### src/rtl/axi_pkg.sv
`default_nettype none

package axi_pkg;

  ////////////////////////////////////////////////////////////////////////////
  // Bus widths and protocol limits
  ////////////////////////////////////////////////////////////////////////////

  localparam int addr_w          = 32;
  localparam int data_w          = 32;
  // arlen carries the beat count minus one
  localparam int len_w           = 8;
  // AXI4 INCR burst limits
  localparam int max_burst_beats = 256;
  localparam int boundary_bytes  = 4096;

  typedef logic [addr_w-1:0] addr_t;
  typedef logic [data_w-1:0] data_t;

  ////////////////////////////////////////////////////////////////////////////
  // Channel payloads
  ////////////////////////////////////////////////////////////////////////////

  // Read address channel, only the fields this master drives
  typedef struct packed {
    addr_t            araddr;
    logic [len_w-1:0] arlen;
  } ar_req_t;

  // Read data channel beat, also the FIFO entry
  typedef struct packed {
    data_t rdata;
    logic  rlast;
  } r_beat_t;

  // AXI4-Stream payload
  typedef struct packed {
    data_t tdata;
    logic  tlast;
  } axis_beat_t;

endpackage : axi_pkg

`default_nettype wire
### src/rtl/rd_cfg_pkg.sv
`default_nettype none

package rd_cfg_pkg;

  import axi_pkg::*;

  ////////////////////////////////////////////////////////////////////////////
  // Engine configuration
  ////////////////////////////////////////////////////////////////////////////

  // Width of the byte-size request
  localparam int size_w          = 16;
  localparam int word_bytes      = data_w / 8;
  localparam int log_word_bytes  = $clog2(word_bytes);

  // Longest burst allowed by both the beat limit and the 4 kB rule
  localparam int burst_beats     = (boundary_bytes / word_bytes < max_burst_beats)
                                   ? boundary_bytes / word_bytes : max_burst_beats;
  localparam int log_burst       = $clog2(burst_beats);
  // Address step between consecutive bursts
  localparam int burst_bytes     = burst_beats * word_bytes;

  // Credit count, zero to max_outstanding inclusive
  localparam int max_outstanding = 4;
  localparam int credit_w        = $clog2(max_outstanding + 1);

  // FIFO holds every outstanding burst so R never stalls
  localparam int fifo_depth      = 2 ** $clog2(burst_beats * max_outstanding);
  localparam int fifo_aw         = $clog2(fifo_depth);

  // Word count minus one, then split into bursts
  localparam int total_len_w     = size_w - log_word_bytes;
  localparam int burst_cnt_w     = total_len_w - log_burst;

  typedef logic [burst_cnt_w-1:0] burst_cnt_t;

  // Burst plan of one job
  typedef struct packed {
    addr_t            base;
    // Full bursts before the last one
    burst_cnt_t       num_bursts;
    // arlen of the last burst
    logic [len_w-1:0] final_len;
  } job_t;

endpackage : rd_cfg_pkg

`default_nettype wire

### src/rtl/r_tracker.sv
`timescale 1ns/1ns
`default_nettype none

module r_tracker
  import axi_pkg::*, rd_cfg_pkg::*;
(
  input  logic    aclk,
  input  logic    areset,
  input  job_t    job,
  input  logic    launch,
  input  logic    rvalid,
  input  r_beat_t r,
  output logic    last_burst_in
);

  burst_cnt_t bursts_left;
  logic       tracking;
  logic       rlast_xfer;

  // rready is tied high, so valid alone is a transfer
  assign rlast_xfer    = rvalid && r.rlast;
  assign last_burst_in = rlast_xfer && tracking && (bursts_left == '0);

  always_ff @(posedge aclk) begin
    if (areset) begin
      tracking <= 1'b0;
    end else if (launch) begin
      tracking <= 1'b1;
    end else if (last_burst_in) begin
      tracking <= 1'b0;
    end
  end

  // Bursts still to complete after the current one
  always_ff @(posedge aclk) begin
    if (launch) begin
      bursts_left <= job.num_bursts;
    end else if (rlast_xfer && tracking && bursts_left != '0) begin
      bursts_left <= bursts_left - 1'b1;
    end
  end

  // Slave returns data only for addresses of the running job
  no_stray_rlast_a : assert property (@(posedge aclk) disable iff (areset)
    rlast_xfer |-> tracking);

endmodule : r_tracker

`default_nettype wire

### config.mk
export PLATFORM = sky130hd
export DESIGN_NAME = r_tracker
export DESIGN_NICKNAME = d
export VERILOG_FILES = /design/src/rtl/axi_pkg.sv /design/src/rtl/rd_cfg_pkg.sv /design/src/rtl/r_tracker.sv
export SDC_FILE = /design/constraint.sdc
export NUM_CORES = 1
export LEC_CHECK = 0
export CAP_MARGIN = 15
export CORE_AREA = 4 4 41 43
export CTS_CLUSTER_SIZE = 14
export DETAILED_ROUTE_END_ITERATION = 10
export DIE_AREA = 0 0 45 47
export DONT_BUFFER_PORTS = 1
export SLEW_MARGIN = 15
export SYNTH_ARGS = -nofsm -noshare
export SYNTH_HDL_FRONTEND = slang
export SYNTH_SLANG_ARGS = --single-unit
### constraint.sdc
create_clock -name aclk -period 1.8 [get_ports aclk]
set_input_delay 0.09 -clock aclk [delete_from_list [all_inputs] [get_ports aclk]]
set_output_delay 0.09 -clock aclk [all_outputs]
set_load 0.01 [all_outputs]
==> reports/metrics.cfg <==
[synth]
seq_area_frac_synth = 0.486
syn_area_per_cell_um2 = 10.0
synth_seq_cells = 7
syn_nets = 126
synthTopCellsByArea = edfxtp_1 44%, xnor2_1 6.4%, ha_1 6.1%
syn_area_um2 = 412
synth_top_area_share = 0.438
synth_top_area_cell = edfxtp_1
synth.distinct_cells = 19
yosys_warnings = 0
synth_cells = 41

[grt]
grt_start_max_net_pins = 16
antenna_found_initial = 0
track_usage = 0.0956
grt_first_pass_wirelength_mm = 1.29
overflow = 0
first_global_vias = 313

[timing]
period_minus_slack_ns = 1.71
setup_viol_count_final = 0
fin_worst_skew_ns = 0.00303
rsz0062_at_grt = false
tightest_slew_ns = 0.269
max_freq_mhz = 585
max-slew-margin-rel = 0.820
final_max_slew_viol_count = 0
hold_viol_final = 0
fin_hold_ws_ns = 0.0354
period_share = 0.950
timing.final.ws_setup_ns = 0.0904
fin_tns_setup_ns = 0

[placement]
dpl_worst_slack_ns = 0.304
dp_hpwl_um = 589
dp.cells = 55
io_buffers = 0
place.gp.congestion = 0.721

[flow_run]
maxCapViolations = 0

[pwr]
sw_frac_of_total = 0.248
seq_power_share = 0.499
power.internal_w = 0.000317
power.density_mw_per_mm2 = 853
ir_worst_vdd_mv = 0.355
p_sw_w = 0.000104
p_leak_nw = 0.189
p_comb_frac = 0.150
clkPwrFrac = 0.352
totalPowerFinal_w = 0.000422

[floorplanning]
std_cell_rows = 13
die_x_um = 45
coreArea_mm2 = 0.00130
start_util = 0.316
dieArea_mm2 = 0.00212
io_pins = 84
die-height_um = 47

[layout]
layout-drive-gt1-share = 0.146
area_growth_pct = 20.1
fin_nets = 134
diodes = 0
finalNonFillerCells = 63
final_cell_mix = 6 x nand2_1, 6 x edfxtp_1, 5 x o21ai_0

[critical_path]
rrSetupSlack_ns = 0.09
end_kind = register
worstSetupStartpointType = register
r2r_end = tracking
cp_data_arrival_time_ns = 1.85
cpPeakStageDelay_ns = 0.56
crit_type = register to register
r2r-start = bursts_left[3]
cp_top_family = buffers and inverters
startpoint = bursts_left[3]
worstPathCellList = nor3_4 -> nand3b_1 -> o31a_1 -> dlygate4sd3_1
critPathMaxFanout = 3
crit_required_ns = 1.94
critPathBufInv = 1
ff2ff_path_depth = 4
cpMaxStageDelayCell = dlygate4sd3_1

[clocking]
htreeDepth = 1
clkTransAtPathRegs_ns = 0.06
cts_tree = built
clk_path_buf_depth = 2
clkLatencyLatePin_ns = 0.26
cts-root-buf = clkbuf_4
cts-buffers-inserted = 3
clock-sinks = 7

[drt]
highest_layer = met4
route.vias.total = 322
wirelength_um = 836
avgViaCountPerCell = 5.11
dr_wl_met3_um = 51
firstDrtPassIters = 3
wl_per_cell_um = 13.3
met2_length_um = 400
ant_nets = 0
first_iter_violations = 6
met1Wirelength_um = 344
drc = 0

[min_path]
worstHoldStart = launch
hold_depth = 2
holdPathEnd = bursts_left[1]
hp-class = input port to register

[run_status]
status = finished, final reports clean

==> per-stage QoR <==
step | area [um2] | utilization
after floorplan | 412 | -
after global placement | 427 | 0.328
after detailed placement | 427 | 0.328
after CTS | 473 | 0.363
after global routing | 494 | 0.380
final | 494 | 0.380
==> power by group through the flow <==
stage               clock network, W   logic, W  registers, W
floorplan                          0  0.0000428      0.000210
detailed placement                 0  0.0000485      0.000214
CTS                         0.000156  0.0000527      0.000210
finish                      0.000148  0.0000631      0.000210
global route                0.000165  0.0000711      0.000212
global placement                   0  0.0000463      0.000213
==> cell families after synthesis <==
family / Yosys count / share of synthesized area
AOI/OAI and AO/OA: 9 / 0.146
xor gates and xnor gates: 3 / 0.0638
buffers and inverters: 3 / 0.0274
DFF: 7 / 0.486
adders and majority gates: 2 / 0.0608
and+or+nand+nor: 17 / 0.216
==> cells in the mapped netlist <==
cell type and count:
a41o_1 1, inv_1 2, nand2_1 6, nor3_1 1
a21boi_0 1, nor3b_1 1, dfxtp_1 1, o21ai_0 5
and3b_2 1, nor2_1 4, o31a_1 2, nand2b_1 1
nand3b_1 1, xnor2_1 3, nand3_1 1, edfxtp_1 6
ha_1 2, nor3_2 1, clkbuf_1 1
==> cell type report <==
| class | count | area (um2) |
|---|---|---|
| clock buffers | 4 | 26.3 |
| fillers | 138 | 807 |
| inverters | 2 | 7.51 |
| multi-input cells | 31 | 206 |
| flip-flops and latches | 7 | 200 |
| well taps | 15 | 18.8 |
| repair buffers | 4 | 35.0 |
==> repair_timing <==
| action | in CTS | in global routing |
|---|---|---|
| gates resized for setup | 0 | 1 |
| buffers inserted | 0 | 2 |
| hold buffers | 2 | 0 |
| endpoints found under the setup margin | 0 | 1 |
| endpoints found under the hold margin | 1 | 0 |
==> layer usage <==
layer,vias to the layer above,GRT usage
met4,0,0.123
met3,5,0.0421
li1,160,-
met2,8,0.136
met5,-,0
met1,149,0.0932
==> worst max path at each step <==
stage | end | slack, ns | cells after the start
4_1_cts | tracking | 0.01 | 4
5_1_grt | tracking | 0.009 | 4
6_report | tracking | 0.09 | 4
3_3_place_gp | bursts_left[3] | 0.33 | 3
2_1_floorplan | bursts_left[4] | 0.47 | 5
3_5_place_dp | bursts_left[4] | 0.30 | 5
==> flip-flops by register name, summed over array words and instances (netlist names) <==
signal and cells:
bursts_left 6, tracking 1
Note: power is estimated with default switching activity, not from simulation.
