File: src/rtl/axi_pkg.sv
`default_nettype none

package axi_pkg;

  ////////////////////////////////////////////////////////////////////////////
  // Bus widths and protocol limits
  ////////////////////////////////////////////////////////////////////////////

  localparam int addr_w          = 32;
  localparam int data_w          = 32;
  // arlen carries the beat count minus one
  localparam int len_w           = 8;
  // AXI4 INCR burst limits
  localparam int max_burst_beats = 256;
  localparam int boundary_bytes  = 4096;

  typedef logic [addr_w-1:0] addr_t;
  typedef logic [data_w-1:0] data_t;

  ////////////////////////////////////////////////////////////////////////////
  // Channel payloads
  ////////////////////////////////////////////////////////////////////////////

  // Read address channel, only the fields this master drives
  typedef struct packed {
    addr_t            araddr;
    logic [len_w-1:0] arlen;
  } ar_req_t;

  // Read data channel beat, also the FIFO entry
  typedef struct packed {
    data_t rdata;
    logic  rlast;
  } r_beat_t;

  // AXI4-Stream payload
  typedef struct packed {
    data_t tdata;
    logic  tlast;
  } axis_beat_t;

endpackage : axi_pkg

`default_nettype wire
File: src/rtl/rd_cfg_pkg.sv
`default_nettype none

package rd_cfg_pkg;

  import axi_pkg::*;

  ////////////////////////////////////////////////////////////////////////////
  // Engine configuration
  ////////////////////////////////////////////////////////////////////////////

  // Width of the byte-size request
  localparam int size_w          = 16;
  localparam int word_bytes      = data_w / 8;
  localparam int log_word_bytes  = $clog2(word_bytes);

  // Longest burst allowed by both the beat limit and the 4 kB rule
  localparam int burst_beats     = (boundary_bytes / word_bytes < max_burst_beats)
                                   ? boundary_bytes / word_bytes : max_burst_beats;
  localparam int log_burst       = $clog2(burst_beats);
  // Address step between consecutive bursts
  localparam int burst_bytes     = burst_beats * word_bytes;

  // Credit count, zero to max_outstanding inclusive
  localparam int max_outstanding = 4;
  localparam int credit_w        = $clog2(max_outstanding + 1);

  // FIFO holds every outstanding burst so R never stalls
  localparam int fifo_depth      = 2 ** $clog2(burst_beats * max_outstanding);
  localparam int fifo_aw         = $clog2(fifo_depth);

  // Word count minus one, then split into bursts
  localparam int total_len_w     = size_w - log_word_bytes;
  localparam int burst_cnt_w     = total_len_w - log_burst;

  typedef logic [burst_cnt_w-1:0] burst_cnt_t;

  // Burst plan of one job
  typedef struct packed {
    addr_t            base;
    // Full bursts before the last one
    burst_cnt_t       num_bursts;
    // arlen of the last burst
    logic [len_w-1:0] final_len;
  } job_t;

endpackage : rd_cfg_pkg

`default_nettype wire

File: src/rtl/ar_issuer.sv
`timescale 1ns/1ns
`default_nettype none

module ar_issuer
  import axi_pkg::*, rd_cfg_pkg::*;
(
  input  logic    aclk,
  input  logic    areset,
  input  job_t    job,
  input  logic    launch,
  input  logic    burst_drained,
  output logic    arvalid,
  input  logic    arready,
  output ar_req_t ar,
  output logic    ar_done
);

  addr_t               addr_r;
  burst_cnt_t          bursts_left;
  logic                issuing;
  logic [credit_w-1:0] credits;
  logic                arxfer;
  logic                final_burst;
  logic                raise;

  assign arxfer      = arvalid && arready;
  // Countdown at zero means the current address is the last one
  assign final_burst = (bursts_left == '0);
  assign ar_done     = arxfer && final_burst;

  // Raise on launch or between bursts, only with a free credit
  assign raise = (launch || issuing) && !arvalid && (credits != '0);

  ////////////////////////////////////////////////////////////////////////////
  // AR handshake
  ////////////////////////////////////////////////////////////////////////////

  // Valid drops after accept, so at least one idle cycle per burst
  always_ff @(posedge aclk) begin
    if (areset) begin
      arvalid <= 1'b0;
    end else if (raise) begin
      arvalid <= 1'b1;
    end else if (arready) begin
      arvalid <= 1'b0;
    end
  end

  always_ff @(posedge aclk) begin
    if (areset) begin
      issuing <= 1'b0;
    end else if (launch) begin
      issuing <= 1'b1;
    end else if (ar_done) begin
      issuing <= 1'b0;
    end
  end

  // Address and countdown move only on accept
  always_ff @(posedge aclk) begin
    if (launch) begin
      addr_r      <= job.base;
      bursts_left <= job.num_bursts;
    end else if (arxfer) begin
      addr_r <= addr_r + addr_t'(burst_bytes);
      if (!final_burst) begin
        bursts_left <= bursts_left - 1'b1;
      end
    end
  end

  always_comb begin
    ar.araddr = addr_r;
    ar.arlen  = final_burst ? job.final_len : len_w'(burst_beats - 1);
  end

  ////////////////////////////////////////////////////////////////////////////
  // Outstanding credits
  ////////////////////////////////////////////////////////////////////////////

  // One credit per burst, returned when the stream drains it
  always_ff @(posedge aclk) begin
    if (areset) begin
      credits <= credit_w'(max_outstanding);
    end else if (arxfer && !burst_drained) begin
      credits <= credits - 1'b1;
    end else if (burst_drained && !arxfer) begin
      credits <= credits + 1'b1;
    end
  end

  ar_stable_a : assert property (@(posedge aclk) disable iff (areset)
    arvalid && !arready |=> arvalid && $stable(ar));

  // Drained bursts never outnumber issued ones
  credit_bound_a : assert property (@(posedge aclk) disable iff (areset)
    credits <= credit_w'(max_outstanding));

endmodule : ar_issuer

`default_nettype wire

File: config.mk
export PLATFORM = sky130hd
export DESIGN_NAME = ar_issuer
export DESIGN_NICKNAME = d
export VERILOG_FILES = /design/src/rtl/axi_pkg.sv /design/src/rtl/rd_cfg_pkg.sv /design/src/rtl/ar_issuer.sv
export SDC_FILE = /design/constraint.sdc
export NUM_CORES = 1
export LEC_CHECK = 0
export BUFFER_PORTS_ARGS = -buffer_cell sky130_fd_sc_hd__buf_2
export CAP_MARGIN = 30
export CORE_MARGIN = 1.5
export CORE_UTILIZATION = 49
export DETAILED_ROUTE_END_ITERATION = 7
export GPL_ROUTABILITY_DRIVEN = 0
export PLACE_DENSITY = 0.89
export SETUP_SLACK_MARGIN = 0.02
export SLEW_MARGIN = 25
export SYNTH_ARGS = -nofsm -noshare
export SYNTH_HDL_FRONTEND = slang
export SYNTH_SLANG_ARGS = --single-unit
export TNS_END_PERCENT = 5
File: constraint.sdc
create_clock -name aclk -period 2 [get_ports aclk]
set_input_delay 0.1 -clock aclk [delete_from_list [all_inputs] [get_ports aclk]]
set_output_delay 0.1 -clock aclk [all_outputs]
set_load 0.03 [all_outputs]
==> metrics.txt <==
type of the most critical hold path=in -> reg; crit path kind=reg -> reg; # nets final=~380; number of flops mapped to enable cells by yosys=38; Starting Density=between 50% and 60%; largest cells by area after synthesis=edfxtp_1, o21ai_0, nand2_1; Mapped Avg Cell Area=a little over 10 um^2; DRT antenna net count=0; Critical R2R Launch=arvalid; detailed-route DRC error count=0; first-pass GRT wire length=roughly 8300 um; antenna cells=0; Clock Skew=roughly 0.011 ns; final hold vios=0; worst setup path start=arvalid; setup violators final=0; cts bufs inserted=5; Max-Slew Margin vs Limit=about two thirds; # rows=25; post-synthesis sequential area ratio=between 50% and 60%; H-tree level count=2; Routed WL=between 5000 and 6000 um; RSZ-0062 raised after global routing=true; P_leak=approximately 1.2 nW; largest net degree at the start of global routing=just over 40; syn nets=roughly 290; Mapped Cells=roughly 230; final worst path period need=1.94 ns; via count=roughly 2000; measured slew at the worst slew-check pin=0.493 ns; CP arrival=between 2 and 2.5 ns; top_reg_cell synth=edfxtp_1; Worst path max stage delay=around 0.46 ns; clk_lat worst skew=a little under 0.3 ns; Ports=just over 90; critical path startpoint category=flip-flop; final std cells w/o fill=~400; most frequent cell after synthesis=edfxtp_1; Ys Warns=0; leading area contributor after synthesis=edfxtp_1; die area=roughly 5300 um^2; Power, Total=between 2 and 2.5 mW; clk sinks=between 40 and 50; Iteration-0 DRC Markers=94; Netlist cell types=slightly above 40; CP Max Fanout=3; period utilization=about 100%; worst vdd ir=~0.00042 V; Die Ht=73.0 um; CP endpoint kind=flip-flop; Post-CTS Hold Fix Bufs=0; DR WL/cell=12.6 um; Final Util=around 64%; antenna violations before repair=0; GRT Overall Usage=20.3%; Area Growth Syn to Fin=26.8%; mapped cell area=2400 um^2; most frequent CP cell=inv_1; Max Root-Sink Buffers=2; TritonCTS clock tree=built; Data required, critical path=roughly 2.2 ns; Placed Instances=387; GRT Residual Overflow=0; ys async rst share=0%; max_cap viols=0; share of layout cells above drive strength 1=a little under two fifths; WHS Path Cells=2; Reg2Reg Depth=8; CP cell instances=nand2_1 > inv_1 > ha_2 > inv_1 > fa_1 > xor2_1 > o21ai_0 > or3b_2; Crit-path slowest cell=or3b_2; Yosys reg bits=43; Vias per Instance=5.12; First-pass DRT Iterations=4; Worst-path clk slew=~0.08 ns; DP HPWL=between 3000 and 4000 um; Clock Tree Root=clkbuf_8; vias in the first global route=1898; status=finished clean; Hold Crit Start=areset; Highest Clock Rate=roughly 500 MHz; die span in x=~73 um; top cell type's share of synthesized area=between 40% and 50%; Pwr per Cell Area=732 nW/um^2; Slew Limit Fails=0; fillers=385; Port-buffer cells=92; Post-synth top cells=edfxtp_1, nand2_1, o21ai_0; Core Region=4720 um^2
final cells by class:
class | count | area, um^2 | area share (%)
inverter | 14 | 52.6 | 1.73
multi-input combinational | 165 | 1060 | 35.0
sequential | 43 | 1240 | 40.9
timing repair buffer | 99 | 513 | 16.9
tap | 67 | 83.8 | 2.75
clock buffer | 6 | 72.6 | 2.38
clock inverter | 2 | 12.5 | 0.411
metrics by stage:
step / setup slack [ns] / hold WS, ns / TNS, ns / cell area (um^2)
global route: -0.00416 / 0.0188 / -0.00416 / 3040
floorplan: 0.0440 / 0.162 / 0 / 2400
finish: 0.0573 / 0.0228 / 0 / 3040
global placement: 0.158 / 0.323 / 0 / 2950
detailed placement: 0.0810 / 0.329 / 0 / 2950
CTS: 0.0785 / 0.0112 / 0 / 3030
report_power, final:
| group | total, mW | internal [mW] | switching (mW) | leakage [nW] |
|---|---|---|---|---|
| clock network | 0.540 | 0.244 | 0.295 | 0.0412 |
| registers | 1.18 | 1.09 | 0.0877 | 0.417 |
| logic | 0.513 | 0.195 | 0.318 | 0.788 |
repair_timing:
action,CTS,global route
buffers inserted,0,1
endpoints found under the setup margin,0,2
endpoints found under the hold margin,0,0
resized for setup,0,1
state kept, by name, summed over array words and instances (netlist names):
name and cells:
addr_r 32, bursts_left 6, credits 3, arvalid 1, issuing 1
worst max-delay path: cells and delay by family, from the launching register on:
kind / cells / cell delay (ns)
simple gates: 2 / 0.52
xor+xnor: 1 / 0.16
buf+inv: 2 / 0.11
compound gates: 1 / 0.15
flops: 1 / 0.35
fa+ha+maj: 2 / 0.54
routing by layer:
metal | vias to the layer above | routed length [um] | track usage, %
li1 | 1016 | - | -
met1 | 924 | 2140 | 24.7
met2 | 86 | 2520 | 35.5
met3 | 2 | 337 | 5.39
met4 | 0 | 11 | 5.45
met5 | - | 0 | 0
cells in the final DEF (no fill, tap or decap), types with 6 or more instances in the layout:
cell and n:
a31oi_1 6, and2_1 10, buf_2 92, buf_4 7, edfxtp_1 38, inv_1 14
nand2_1 29, nand2b_1 10, nand4_1 6, nor2_1 17, o21ai_0 22, xnor2_1 12
xor2_1 6
final timing paths:
path	endpoint	slack, ns
setup reg to reg	credits[2]	0.06
hold reg to reg	issuing	0.50
hold / removal	arvalid	0.02
setup / recovery	credits[2]	0.06
kinds of logic (layout without fill, tap and decap cells):
kind of cell,count (synthesis),count (layout),share of synthesized area (%)
DFF,43,43,51.7
and+or+nand+nor,99,99,23.0
xor gates and xnor gates,18,18,6.57
AOI/OAI and AO/OA,40,40,10.4
muxes,3,3,1.36
buffers and inverters,25,121,4.07
adders and majority gates,5,5,2.92
No activity file was read; power rests on OpenSTA's default activity.
