**config.mk**
```make
export PLATFORM = sky130hd
export DESIGN_NAME = rd_job_control
export DESIGN_NICKNAME = d
export VERILOG_FILES = /design/src/rtl/axi_pkg.sv /design/src/rtl/rd_cfg_pkg.sv /design/src/rtl/rd_job_control.sv
export SDC_FILE = /design/constraint.sdc
export NUM_CORES = 1
export LEC_CHECK = 0
export ABC_AREA = 1
export CELL_PAD_IN_SITES_DETAIL_PLACEMENT = 1
export CELL_PAD_IN_SITES_GLOBAL_PLACEMENT = 2
export CORE_ASPECT_RATIO = 0.7
export CORE_MARGIN = 2
export CORE_UTILIZATION = 38
export CTS_CLUSTER_SIZE = 10
export DETAILED_ROUTE_END_ITERATION = 6
export DONT_BUFFER_PORTS = 1
export PLACE_DENSITY_LB_ADDON = 0.15
export SYNTH_ARGS = -nofsm -noshare
export SYNTH_HDL_FRONTEND = slang
export SYNTH_SLANG_ARGS = --single-unit
```
**constraint.sdc**
```tcl
create_clock -name aclk -period 5.8 [get_ports aclk]
set_input_delay 0.58 -clock aclk [delete_from_list [all_inputs] [get_ports aclk]]
set_output_delay 0.58 -clock aclk [all_outputs]
set_load 0.02 [all_outputs]
```
**src/rtl/axi_pkg.sv**
```systemverilog
`default_nettype none

package axi_pkg;

  ////////////////////////////////////////////////////////////////////////////
  // Bus widths and protocol limits
  ////////////////////////////////////////////////////////////////////////////

  localparam int addr_w          = 32;
  localparam int data_w          = 32;
  // arlen carries the beat count minus one
  localparam int len_w           = 8;
  // AXI4 INCR burst limits
  localparam int max_burst_beats = 256;
  localparam int boundary_bytes  = 4096;

  typedef logic [addr_w-1:0] addr_t;
  typedef logic [data_w-1:0] data_t;

  ////////////////////////////////////////////////////////////////////////////
  // Channel payloads
  ////////////////////////////////////////////////////////////////////////////

  // Read address channel, only the fields this master drives
  typedef struct packed {
    addr_t            araddr;
    logic [len_w-1:0] arlen;
  } ar_req_t;

  // Read data channel beat, also the FIFO entry
  typedef struct packed {
    data_t rdata;
    logic  rlast;
  } r_beat_t;

  // AXI4-Stream payload
  typedef struct packed {
    data_t tdata;
    logic  tlast;
  } axis_beat_t;

endpackage : axi_pkg

`default_nettype wire
```
**src/rtl/rd_cfg_pkg.sv**
```systemverilog
`default_nettype none

package rd_cfg_pkg;

  import axi_pkg::*;

  ////////////////////////////////////////////////////////////////////////////
  // Engine configuration
  ////////////////////////////////////////////////////////////////////////////

  // Width of the byte-size request
  localparam int size_w          = 16;
  localparam int word_bytes      = data_w / 8;
  localparam int log_word_bytes  = $clog2(word_bytes);

  // Longest burst allowed by both the beat limit and the 4 kB rule
  localparam int burst_beats     = (boundary_bytes / word_bytes < max_burst_beats)
                                   ? boundary_bytes / word_bytes : max_burst_beats;
  localparam int log_burst       = $clog2(burst_beats);
  // Address step between consecutive bursts
  localparam int burst_bytes     = burst_beats * word_bytes;

  // Credit count, zero to max_outstanding inclusive
  localparam int max_outstanding = 4;
  localparam int credit_w        = $clog2(max_outstanding + 1);

  // FIFO holds every outstanding burst so R never stalls
  localparam int fifo_depth      = 2 ** $clog2(burst_beats * max_outstanding);
  localparam int fifo_aw         = $clog2(fifo_depth);

  // Word count minus one, then split into bursts
  localparam int total_len_w     = size_w - log_word_bytes;
  localparam int burst_cnt_w     = total_len_w - log_burst;

  typedef logic [burst_cnt_w-1:0] burst_cnt_t;

  // Burst plan of one job
  typedef struct packed {
    addr_t            base;
    // Full bursts before the last one
    burst_cnt_t       num_bursts;
    // arlen of the last burst
    logic [len_w-1:0] final_len;
  } job_t;

endpackage : rd_cfg_pkg

`default_nettype wire

```
**src/rtl/rd_job_control.sv**
```systemverilog
`timescale 1ns/1ns
`default_nettype none

module rd_job_control
  import axi_pkg::*, rd_cfg_pkg::*;
(
  input  logic              aclk,
  input  logic              areset,
  input  logic              start,
  input  addr_t             addr_offset,
  input  logic [size_w-1:0] xfer_size,
  input  logic              ar_done,
  input  logic              last_burst_in,
  output job_t              job,
  output logic              launch,
  output logic              busy,
  output logic              done
);

  addr_t                  base_r;
  logic [total_len_w-1:0] total_len_r;
  logic                   start_d1;
  logic                   accept;
  logic                   ar_active;

  // Ignore starts while a job is running or still in the pipeline
  assign accept = start && !busy && !start_d1;

  ////////////////////////////////////////////////////////////////////////////
  // Request capture
  ////////////////////////////////////////////////////////////////////////////

  always_ff @(posedge aclk) begin
    if (accept) begin
      // Round up to whole words, store as count minus one
      total_len_r <= (xfer_size[log_word_bytes-1:0] != '0)
                     ? xfer_size[size_w-1:log_word_bytes]
                     : xfer_size[size_w-1:log_word_bytes] - 1'b1;
      // Force 4 kB alignment
      base_r      <= addr_offset & ~addr_t'(boundary_bytes - 1);
    end
  end

  // Upper bits count full bursts, low bits give the last arlen
  always_comb begin
    job.base       = base_r;
    job.num_bursts = total_len_r[log_burst +: burst_cnt_w];
    job.final_len  = total_len_r[log_burst-1:0];
  end

  ////////////////////////////////////////////////////////////////////////////
  // Launch, busy and done
  ////////////////////////////////////////////////////////////////////////////

  always_ff @(posedge aclk) begin
    if (areset) begin
      start_d1  <= 1'b0;
      launch    <= 1'b0;
      busy      <= 1'b0;
      done      <= 1'b0;
      ar_active <= 1'b0;
    end else begin
      start_d1 <= accept;
      // Two cycles after start, job fields settled by now
      launch   <= start_d1;
      // Done only once the address phase has closed
      done     <= last_burst_in && !ar_active;
      if (start_d1) begin
        busy <= 1'b1;
      end else if (last_burst_in && !ar_active) begin
        busy <= 1'b0;
      end
      if (start_d1) begin
        ar_active <= 1'b1;
      end else if (ar_done) begin
        ar_active <= 1'b0;
      end
    end
  end

  // Issuer finishes only a job that was launched
  ar_done_in_job_a : assert property (@(posedge aclk) disable iff (areset)
    ar_done |-> ar_active);

endmodule : rd_job_control

`default_nettype wire

```
==> out/results.tsv, run 1 <==
stage	metric	value	unit
routing	final wirelength	3350	um
worst_setup_path	CP Buf/Inv Count	1	
finish	share of cells above drive strength 1	12.0	%
yosys	cell taking the most area after synthesis	edfxtp_1	
finish	# diodes	0	
floorplanning	cell row count	19	
routing	vias	900	
finish	Final Util	43.5	%
place	RePlAce Congestion	0.741	
timing	setup_tns	0	ns
timing	maximum clock frequency	0.629	GHz
finish	commonest non-fill, non-tap cell in the layout	edfxtp_1	
yosys	Synth Area per Inst	12.3	um2
global_routing	first-pass GRT wire length	4730	um
power	Int Pwr	421	uW
timing	RSZ-0062 raised after global routing	false	
floorplanning	die area	4870	um2
power	Clk pwr share	30.5	%
global_routing	antenna violations before repair	0	
worst_setup_path	cell family with most CP delay	buffers and inverters	
worst_setup_path	CP peak stage delay	0.43	ns
global_routing	largest net degree at the start of global routing	31	
clock_tree	Setup Fix Bufs, Post-CTS	0	
finish	Filler cells	448	
routing	drt first pass iters	4	
worst_setup_path	CP cell instances	nor3_2 -> buf_4	
finish	area of the multi-input gates	418	um2
clock_tree	CTS tree	yes	
worst_setup_path	Startpoint Class	flop	
finish	most frequent cells in the layout	edfxtp_1, nand2_1, inv_1	
floorplanning	die height	59.0	um
finish	Register Area	1120	um2
clock_tree	Clock Latency Late Sink	0.29	ns
worst_setup_path	Arr. time, crit path	1.54	ns
power	switching power of the nets	144	uW
finish	P&R area growth vs syn	6.93	%
floorplanning	Starting Density	40.7	%
floorplanning	I/O pin count	102	
clock_tree	Gates resized, CTS repair	0	
power	VDD IR-drop max	0.153	mV
worst_setup_path	Worst Path Required	5.75	ns
global_routing	GRT overflow	0	
yosys	Gate Count Post-Synth	134	
clock_tree	Hold-fix buffers, CTS	0	
timing	clk_skew	0.00310	ns
timing	post-layout min period	1.59	ns
power	combinational group share of total power	6.0	%
routing	vias per cell	4.64	
routing	Iter 0 DRT Violations	27	
floorplanning	core region area	4040	um2
routing	residual DRC count	0	
yosys	sequential fraction of the synthesis area	68.2	%
worst_setup_path	CP Capture Type	flop	
yosys	Synth area leaders	edfxtp_1, dfxtp_1, buf_4	
worst_hold_path	Hold Path Class	primary input to flop	
timing	fin crit share	27.4	%
clock_tree	htree depth	2	
place	Placement Setup Slack	4.04	ns
worst_setup_path	CP Max Fanout	30	
global_routing	vias in the first global route	897	
clock_tree	CTS clk-pin slew, worst paths	0.07	ns
yosys	Distinct cells, synth	24	
power	Leak	0.000675	uW
worst_setup_path	CP max stage cell	buf_4	
yosys	Ys Warns	0	
global_routing	GRT Total Usage	13.8	%
clock_tree	Sink Count	39	
timing	Final setup viols	0	
yosys	mapped cell area	1640	um2
timing	setup ws final	4.21	ns
place	I/O Buffers	0	
timing	final hold violations	0	
floorplanning	width of the die	82.6	um
timing	Max Transition Viols Final	0	
clock_tree	CTS max path bufs	2	
power	Sw Ratio	25.5	%
run_status	status	finished, final reports clean	
finish	Final nets	195	
power	sequential share of power	63.5	%
place	DP HPWL	2790	um
clock_tree	Root Buffer Master	clkbuf_8	
clock_tree	CTS buffer count	5	
yosys	register bit total from synthesis	39	
run	max-cap viol count	0	
routing	WL/cell	17.3	um
worst_setup_path	Crit Path Class	flop to flop	
yosys	Synth top area share	62.1	%
routing	Final ANT Viol Nets	0	
power	pwr dens	322	nW/um2
-- cell type report --
| type | instances | share of cell area, % |
|---|---|---|
| timing repair buffer | 1 | 0.427 |
| multi-input combinational | 78 | 23.8 |
| clock buffer | 6 | 4.13 |
| tap | 52 | 3.70 |
| clock inverter | 2 | 0.712 |
| sequential | 39 | 63.8 |
| inverter | 16 | 3.42 |
-- registers in the layout (all words and copies together) (netlist names) --
| name | cells |
|---|---|
| base_r | 20 |
| total_len_r | 14 |
| ar_active | 1 |
| busy | 1 |
| done | 1 |
| launch | 1 |
| start_d1 | 1 |
-- synth_stat cells --
library cell,count
o21ai_1,1
edfxtp_1,34
nand3b_1,3
dfxtp_1,5
nand2_1,22
nor4_1,1
o21ai_0,1
a21oi_1,1
nand3_1,4
ha_1,1
nand3_2,1
inv_1,16
nor2_4,2
nand2_4,1
nor2_2,3
o21a_1,1
nor3_1,2
nor2_1,13
nand4_2,1
xnor2_1,1
xor2_1,6
conb_1,1
buf_4,12
nand4_1,1
-- path summary, 6_finish.rpt --
check / startpoint / endpoint / slack, ns / cells after the start
max: busy$_SDFFE_PP0P_ / total_len_r[6]$_DFFE_PP_ / 4.21 / 2
min: areset / busy$_SDFFE_PP0P_ / 0.35 / 1
max reg2reg: busy$_SDFFE_PP0P_ / total_len_r[6]$_DFFE_PP_ / 4.21 / 2
min reg2reg: start_d1$_SDFF_PP0_ / start_d1$_SDFF_PP0_ / 0.51 / 1
-- stage by stage --
step	total power (uW)	instances	cell area, um2	hold slack, ns
2_1_floorplan	396	145	1680	0.442
3_3_place_gp	397	186	1670	0.479
3_5_place_dp	400	186	1670	0.497
4_1_cts	572	194	1760	0.345
5_1_grt	595	194	1760	0.337
6_report	565	194	1760	0.353
-- power groups by stage --
stage | registers, uW | logic [uW] | clock network, uW
3_5_place_dp | 366 | 34.2 | 0
5_1_grt | 361 | 38.8 | 195
2_1_floorplan | 363 | 33.4 | 0
3_3_place_gp | 364 | 32.9 | 0
6_report | 359 | 33.8 | 173
4_1_cts | 359 | 34.3 | 179
-- cells by family (layout without fill, tap and decap cells) --
logic type	Yosys count	in the layout	share of synthesized area, %
other	1	12	0.228
adders and majority gates	1	1	0.761
and+or+nand+nor	54	54	16.5
buffers and inverters	28	25	9.14
xor gates and xnor gates	7	7	3.73
DFF	39	39	68.2
AOI/OAI and AO/OA	4	4	1.37
-- layer usage --
layer | GRT usage, % | up-vias | routed length, um
met2 | 19.0 | 69 | 1350
met1 | 19.3 | 391 | 1640
met4 | 8.43 | 0 | 75
met5 | 0 | - | 0
li1 | - | 431 | -
met3 | 3.81 | 9 | 289
No activity file was read; power rests on OpenSTA's default activity.
==> run 2: changes to the inputs <==
- CORE_UTILIZATION: 38 -> 32
- clock period: 5.8 -> 1.3 ns (I/O delays scaled with it)
==> run 2 against run 1 <==
Effect of this change: cell count increased by 21%; largest power group unchanged; first-iteration DRC count is 22% higher; combinational power increased to 6.5 times the previous value; clock power grew to 6.7 times the previous value; sequential power grew to 4.5 times the previous value; worst hold slack got worse by 0.34 ns; non-clock buffer count rose by 23; global-route usage is 1.3 points lower; wire length up 5.5%; fmax up 43%.
==> out/results.tsv, run 2 (synthesis results as in run 1) <==
stage	metric	value	unit	change
run_status	status	finished, final reports clean		
timing	post-layout min period	1.11	ns	-0.479 ns
timing	clk_skew	0.0103	ns	+0.00723 ns
worst_setup_path	CP Max Fanout	34		+13%
global_routing	largest net degree at the start of global routing	35		+13%
place	I/O Buffers	0		unchanged
worst_setup_path	reg2reg setup slack	0.19	ns	-4.02 ns
floorplanning	die area	5730	um2	+18%
worst_setup_path	Crit Path Class	flop to flop		
worst_hold_path	Min-Delay Endpoint	ar_active$_SDFFE_PP0P_		
timing	setup_tns	0	ns	unchanged
run	max-cap viol count	0		unchanged
finish	P&R area growth vs syn	26.3	%	
finish	# diodes	0		unchanged
global_routing	vias in the first global route	1054		+18%
timing	maximum clock frequency	0.899	GHz	+43%
worst_hold_path	Hold Path Class	primary input to flop		
floorplanning	core region area	4860	um2	+20%
worst_setup_path	Worst Path Required	1.28	ns	-4.47 ns
clock_tree	Root Buffer Master	clkbuf_8		
finish	max reg flops	20		unchanged
clock_tree	Sink Count	39		unchanged
timing	Final setup viols	0		unchanged
routing	vias	998		+11%
worst_hold_path	Worst Hold Depth	2		+1
clock_tree	CTS buffer count	5		unchanged
routing	residual DRC count	0		unchanged
worst_setup_path	Critical R2R Capture	total_len_r[12]$_DFFE_PP_		
routing	WL/cell	15.1	um	-13%
power	Int Pwr	2330	uW	+450%
worst_hold_path	hold_sp	ar_done		
global_routing	antenna violations before repair	0		unchanged
finish	Top Registers	base_r (20), total_len_r (14)		
global_routing	GRT overflow	0		unchanged
power	Sw Ratio	21.9	%	-3.7 points
finish	most frequent cells in the layout	edfxtp_1, nand2_1, dlygate4sd3_1		
timing	fin crit share	85.5	%	+58 points
floorplanning	die height	63.9	um	+8.4%
routing	drt first pass iters	4		unchanged
timing	final hold violations	0		unchanged
finish	Final nets	218		+12%
clock_tree	Clock Latency Late Sink	0.29	ns	about the same
worst_setup_path	worst reg2reg path depth	2		unchanged
worst_setup_path	Arr. time, crit path	1.09	ns	-0.45 ns
worst_setup_path	CP cell instances	nor3_4 -> buf_12		
timing	Max Transition Viols Final	0		unchanged
routing	Iter 0 DRT Violations	33		+22%
floorplanning	cell row count	21		+2
power	combinational group share of total power	7.4	%	+1.4 points
finish	commonest non-fill, non-tap cell in the layout	edfxtp_1		
power	VDD IR-drop max	0.555	mV	+260%
power	pwr dens	1430	nW/um2	+350%
floorplanning	I/O pin count	102		unchanged
clock_tree	CTS max path bufs	2		unchanged
clock_tree	Gates resized, CTS repair	0		unchanged
clock_tree	CTS clk-pin slew, worst paths	0.07	ns	about the same
routing	final wirelength	3540	um	+5.5%
global_routing	first-pass GRT wire length	5240	um	+11%
place	DP HPWL	2510	um	-10%
timing	setup ws final	0.188	ns	-4.02 ns
worst_setup_path	CP max stage cell	dfxtp_2		
power	Leak	0.000801	uW	+19%
finish	Top reg by flops	base_r		
floorplanning	Starting Density	33.8	%	-6.9 points
place	Placement Setup Slack	0.0857	ns	-3.96 ns
place	RePlAce Congestion	0.850		+15%
finish	final instance area	2070	um2	+18%
routing	vias per cell	4.26		-8.1%
worst_setup_path	CP peak stage delay	0.35	ns	-0.08 ns
worst_setup_path	Startpoint Class	flop		
timing	RSZ-0062 raised after global routing	false		
finish	share of cells above drive strength 1	12.1	%	+0.15 points
global_routing	GRT Total Usage	12.5	%	-1.3 points
clock_tree	htree depth	2		unchanged
place	Cell Area, Placed	1720	um2	+3.0%
power	switching power of the nets	651	uW	+350%
worst_setup_path	CP Capture Type	flop		
clock_tree	CTS tree	yes		
power	sequential share of power	53.8	%	-9.7 points
worst_setup_path	reg2reg start	start_d1$_SDFF_PP0_		
routing	Final ANT Viol Nets	0		unchanged
power	Clk pwr share	38.8	%	+8.3 points
floorplanning	width of the die	89.6	um	+8.5%
run 2: worst max-delay path by stage:
stage	start	endpoint	cells after the start
after floorplan	start_d1$_SDFF_PP0_	base_r[12]$_DFFE_PP_	1
after global placement	xfer_size[2]	total_len_r[12]$_DFFE_PP_	7
after detailed placement	xfer_size[2]	total_len_r[12]$_DFFE_PP_	7
final	start_d1$_SDFF_PP0_	total_len_r[12]$_DFFE_PP_	2
after global routing	start_d1$_SDFF_PP0_	total_len_r[7]$_DFFE_PP_	2
after CTS	start_d1$_SDFF_PP0_	total_len_r[6]$_DFFE_PP_	2
run 2: layout make-up:
class | count | area, um2
Sequential cell | 39 | 1120
Inverter | 16 | 60.1
Timing Repair Buffer | 24 | 248
Multi-Input combinational cell | 78 | 424
Tap cell | 69 | 86.3
Clock buffer | 6 | 72.6
Clock inverter | 2 | 60.1
Fill cell | 530 | 2790
run 2: repair_timing:
action	4_1_cts	5_1_grt
setup buffers	0	0
setup endpoints to repair	0	0
hold endpoints to repair	25	0
hold buffers	22	0
run 2: routing by layer:
metal | vias to the layer above | wire [um] | track usage [%]
met5 | - | 0 | 0
met4 | 0 | 58 | 5.04
met3 | 5 | 360 | 4.52
met2 | 65 | 1680 | 21.7
met1 | 453 | 1440 | 13.6
li1 | 475 | - | -
run 2: worst max-delay path: cells and delay by family, from the launching register on:
family / cells / cell delay, ns
buf+inv: 1 / 0.23
flops: 1 / 0.35
simple gates: 1 / 0.22
run 2: power by group through the flow:
stage | Sequential (uW) | Combinational, uW | Clock (uW)
2_1_floorplan | 1620 | 153 | 0
3_3_place_gp | 1630 | 160 | 0
3_5_place_dp | 1630 | 166 | 0
4_1_cts | 1600 | 222 | 1180
5_1_grt | 1610 | 247 | 1250
6_report | 1600 | 220 | 1160
run 2: metrics by stage:
step	hold WS [ns]	util, %	std cells	power, uW
6_report	0.0162	42.7	234	2980
5_1_grt	0.00745	42.7	234	3110
2_1_floorplan	0.194	-	145	1770
4_1_cts	0.00790	42.7	234	3000
3_5_place_dp	0.200	35.4	204	1790
3_3_place_gp	0.197	35.4	204	1790
==> run 3: changes to the inputs <==
==> constraint.sdc (replaced) <==
create_clock -name aclk -period 1.3 [get_ports aclk]
set_input_delay 0 -clock aclk [delete_from_list [all_inputs] [get_ports aclk]]
set_output_delay 0 -clock aclk [all_outputs]
set_load 0.1 [all_outputs]
==> run 3 against run 2 <==
Effect of this change: critical path depth increased by 2; clock power decreased by 34%; fmax decreased by 2.3%; via count increased by 22%; wire length increased by 21%; worst hold slack got worse by 0.0040 ns; clock skew decreased by 0.0075 ns; first-iteration DRC count decreased by 21%; combinational power increased to 4.8 times the previous value; count of clock-buffer cells in the layout increased by 1.
==> out/results.tsv, run 3 (synthesis results as in run 1) <==
stage	metric	value	unit	change
run_status	status	finished, final reports clean		
place	DP HPWL	2880	um	+15%
floorplanning	cell row count	21		unchanged
timing	Final setup viols	0		unchanged
worst_setup_path	CP Capture Type	flop		
clock_tree	CTS buffer count	5		unchanged
timing	clk_skew	0.00282	ns	-0.00751 ns
finish	commonest non-fill, non-tap cell in the layout	buf_4		
floorplanning	Starting Density	33.8	%	unchanged
worst_setup_path	cell family with most CP delay	buffers and inverters		
global_routing	GRT overflow	0		unchanged
power	sequential share of power	45.0	%	-8.8 points
power	Leak	0.00102	uW	+28%
floorplanning	I/O pin count	102		unchanged
finish	Filler cells	526		-0.75%
worst_setup_path	CP max stage cell	dlygate4sd3_1		
clock_tree	CTS max path bufs	2		unchanged
worst_setup_path	Crit Path Class	primary input to flop		
finish	final cell count without fillers	287		+23%
clock_tree	CTS tree	yes		
worst_setup_path	CP peak stage delay	0.54	ns	+0.19 ns
floorplanning	die height	63.9	um	unchanged
power	switching power of the nets	1260	uW	+93%
routing	residual DRC count	0		unchanged
clock_tree	CTS clk-pin slew, worst paths	0.07	ns	about the same
timing	post-layout min period	1.14	ns	+0.0262 ns
floorplanning	core region area	4860	um2	unchanged
timing	RSZ-0062 raised after global routing	false		
routing	WL/cell	14.9	um	-1.3%
finish	# diodes	0		unchanged
clock_tree	Clock Latency Late Sink	0.29	ns	about the same
global_routing	antenna violations before repair	0		unchanged
power	Sw Ratio	38.0	%	+16 points
power	VDD IR-drop max	0.477	mV	-14%
global_routing	largest net degree at the start of global routing	21		-40%
finish	Top reg by flops	base_r		
worst_setup_path	CP Buf/Inv Count	2		+1
finish	share of cells above drive strength 1	25.7	%	+14 points
finish	max reg flops	20		unchanged
worst_hold_path	Hold Path Class	primary input to flop		
global_routing	GRT Total Usage	15.0	%	+2.6 points
power	pwr dens	1350	nW/um2	-6.2%
finish	Final nets	271		+24%
timing	setup ws final	0.162	ns	-0.0262 ns
global_routing	vias in the first global route	1285		+22%
finish	P&R area growth vs syn	49.7	%	
routing	Iter 0 DRT Violations	26		-21%
floorplanning	die area	5730	um2	unchanged
finish	Top Registers	base_r (20), total_len_r (14)		
routing	vias per cell	4.23		-0.90%
place	Placement Setup Slack	0.148	ns	+0.0627 ns
worst_setup_path	Worst Path Required	1.35	ns	+0.07 ns
worst_setup_path	CP cell instances	dlygate4sd3_1 -> nand2_1 -> dlygate4sd3_1 -> nand2_1		
clock_tree	Root Buffer Master	clkbuf_8		
place	I/O Buffers	0		unchanged
worst_setup_path	Startpoint Class	primary input		
timing	maximum clock frequency	0.879	GHz	-2.3%
routing	drt first pass iters	4		unchanged
routing	final wirelength	4280	um	+21%
power	combinational group share of total power	31.8	%	+24 points
worst_setup_path	Arr. time, crit path	1.19	ns	+0.10 ns
place	dpl cells	242		+19%
place	RePlAce Congestion	0.843		-0.79%
clock_tree	Gates resized, CTS repair	0		unchanged
timing	final hold violations	0		unchanged
run	max-cap viol count	0		unchanged
timing	Max Transition Viols Final	0		unchanged
worst_setup_path	CP Max Fanout	3		-91%
timing	fin crit share	87.6	%	+2.0 points
routing	vias	1213		+22%
clock_tree	Sink Count	39		unchanged
clock_tree	htree depth	2		unchanged
power	Int Pwr	2050	uW	-12%
global_routing	first-pass GRT wire length	6330	um	+21%
floorplanning	width of the die	89.6	um	unchanged
power	Clk pwr share	23.2	%	-16 points
routing	Final ANT Viol Nets	0		unchanged
finish	most frequent cells in the layout	buf_4, dlygate4sd3_1, edfxtp_1		
-- run 3: layout make-up --
class,count,area [um2],area share [%]
Sequential cell,39,1120,45.7
Clock inverter,1,5.00,0.203
Clock buffer,7,76.3,3.10
Timing Repair Buffer,77,683,27.8
Tap cell,69,86.3,3.51
Inverter,16,60.1,2.44
Multi-Input combinational cell,78,424,17.2
-- run 3: layer usage --
layer	wire, um	global-route usage [%]
met4	74	6.16
met1	1860	18.6
met3	491	5.30
met5	0	0
met2	1860	23.8
-- run 3: worst register-to-register path: stages, from the launching register on --
cell and delay, ns:
dfxtp_1 0.36, nor3_4 0.28, buf_4 0.21
-- run 3: what timing repair did --
item	in CTS	in global routing
hold buffers	37	0
hold endpoints to repair	37	0
buffers inserted	0	0
endpoints found under the setup margin	0	0
-- run 3: path summary, 6_finish.rpt --
kind                          start                        end  slack, ns  cells after the start
max                    xfer_size[4]   total_len_r[2]$_DFFE_PP_       0.16                      4
min                   xfer_size[11]   total_len_r[9]$_DFFE_PP_       0.01                      2
max reg2reg     start_d1$_SDFF_PP0_  total_len_r[13]$_DFFE_PP_       0.16                      2
min reg2reg  ar_active$_SDFFE_PP0P_            done$_SDFF_PP0_       0.50                      3
-- run 3: stage by stage --
step           setup TNS, ns  hold slack [ns]  instance area (um2)  total power [uW]  utilization [%]
5_1_grt                    0           0.0206                 2460              3430             50.6
3_5_place_dp               0           0.0714                 2010              2470             41.3
3_3_place_gp               0           0.0676                 2010              2460             41.3
4_1_cts                    0         0.000405                 2460              3330             50.6
6_report                   0           0.0122                 2460              3310             50.6
2_1_floorplan         -14.17           0.0627                 1700              2340                -
-- run 3: power by group through the flow --
stage               combinational, uW  sequential [uW]  clock, uW
floorplan                         273             2070          0
global placement                  947             1510          0
detailed placement                954             1520          0
CTS                              1050             1490        792
global route                     1090             1500        847
finish                           1050             1490        768
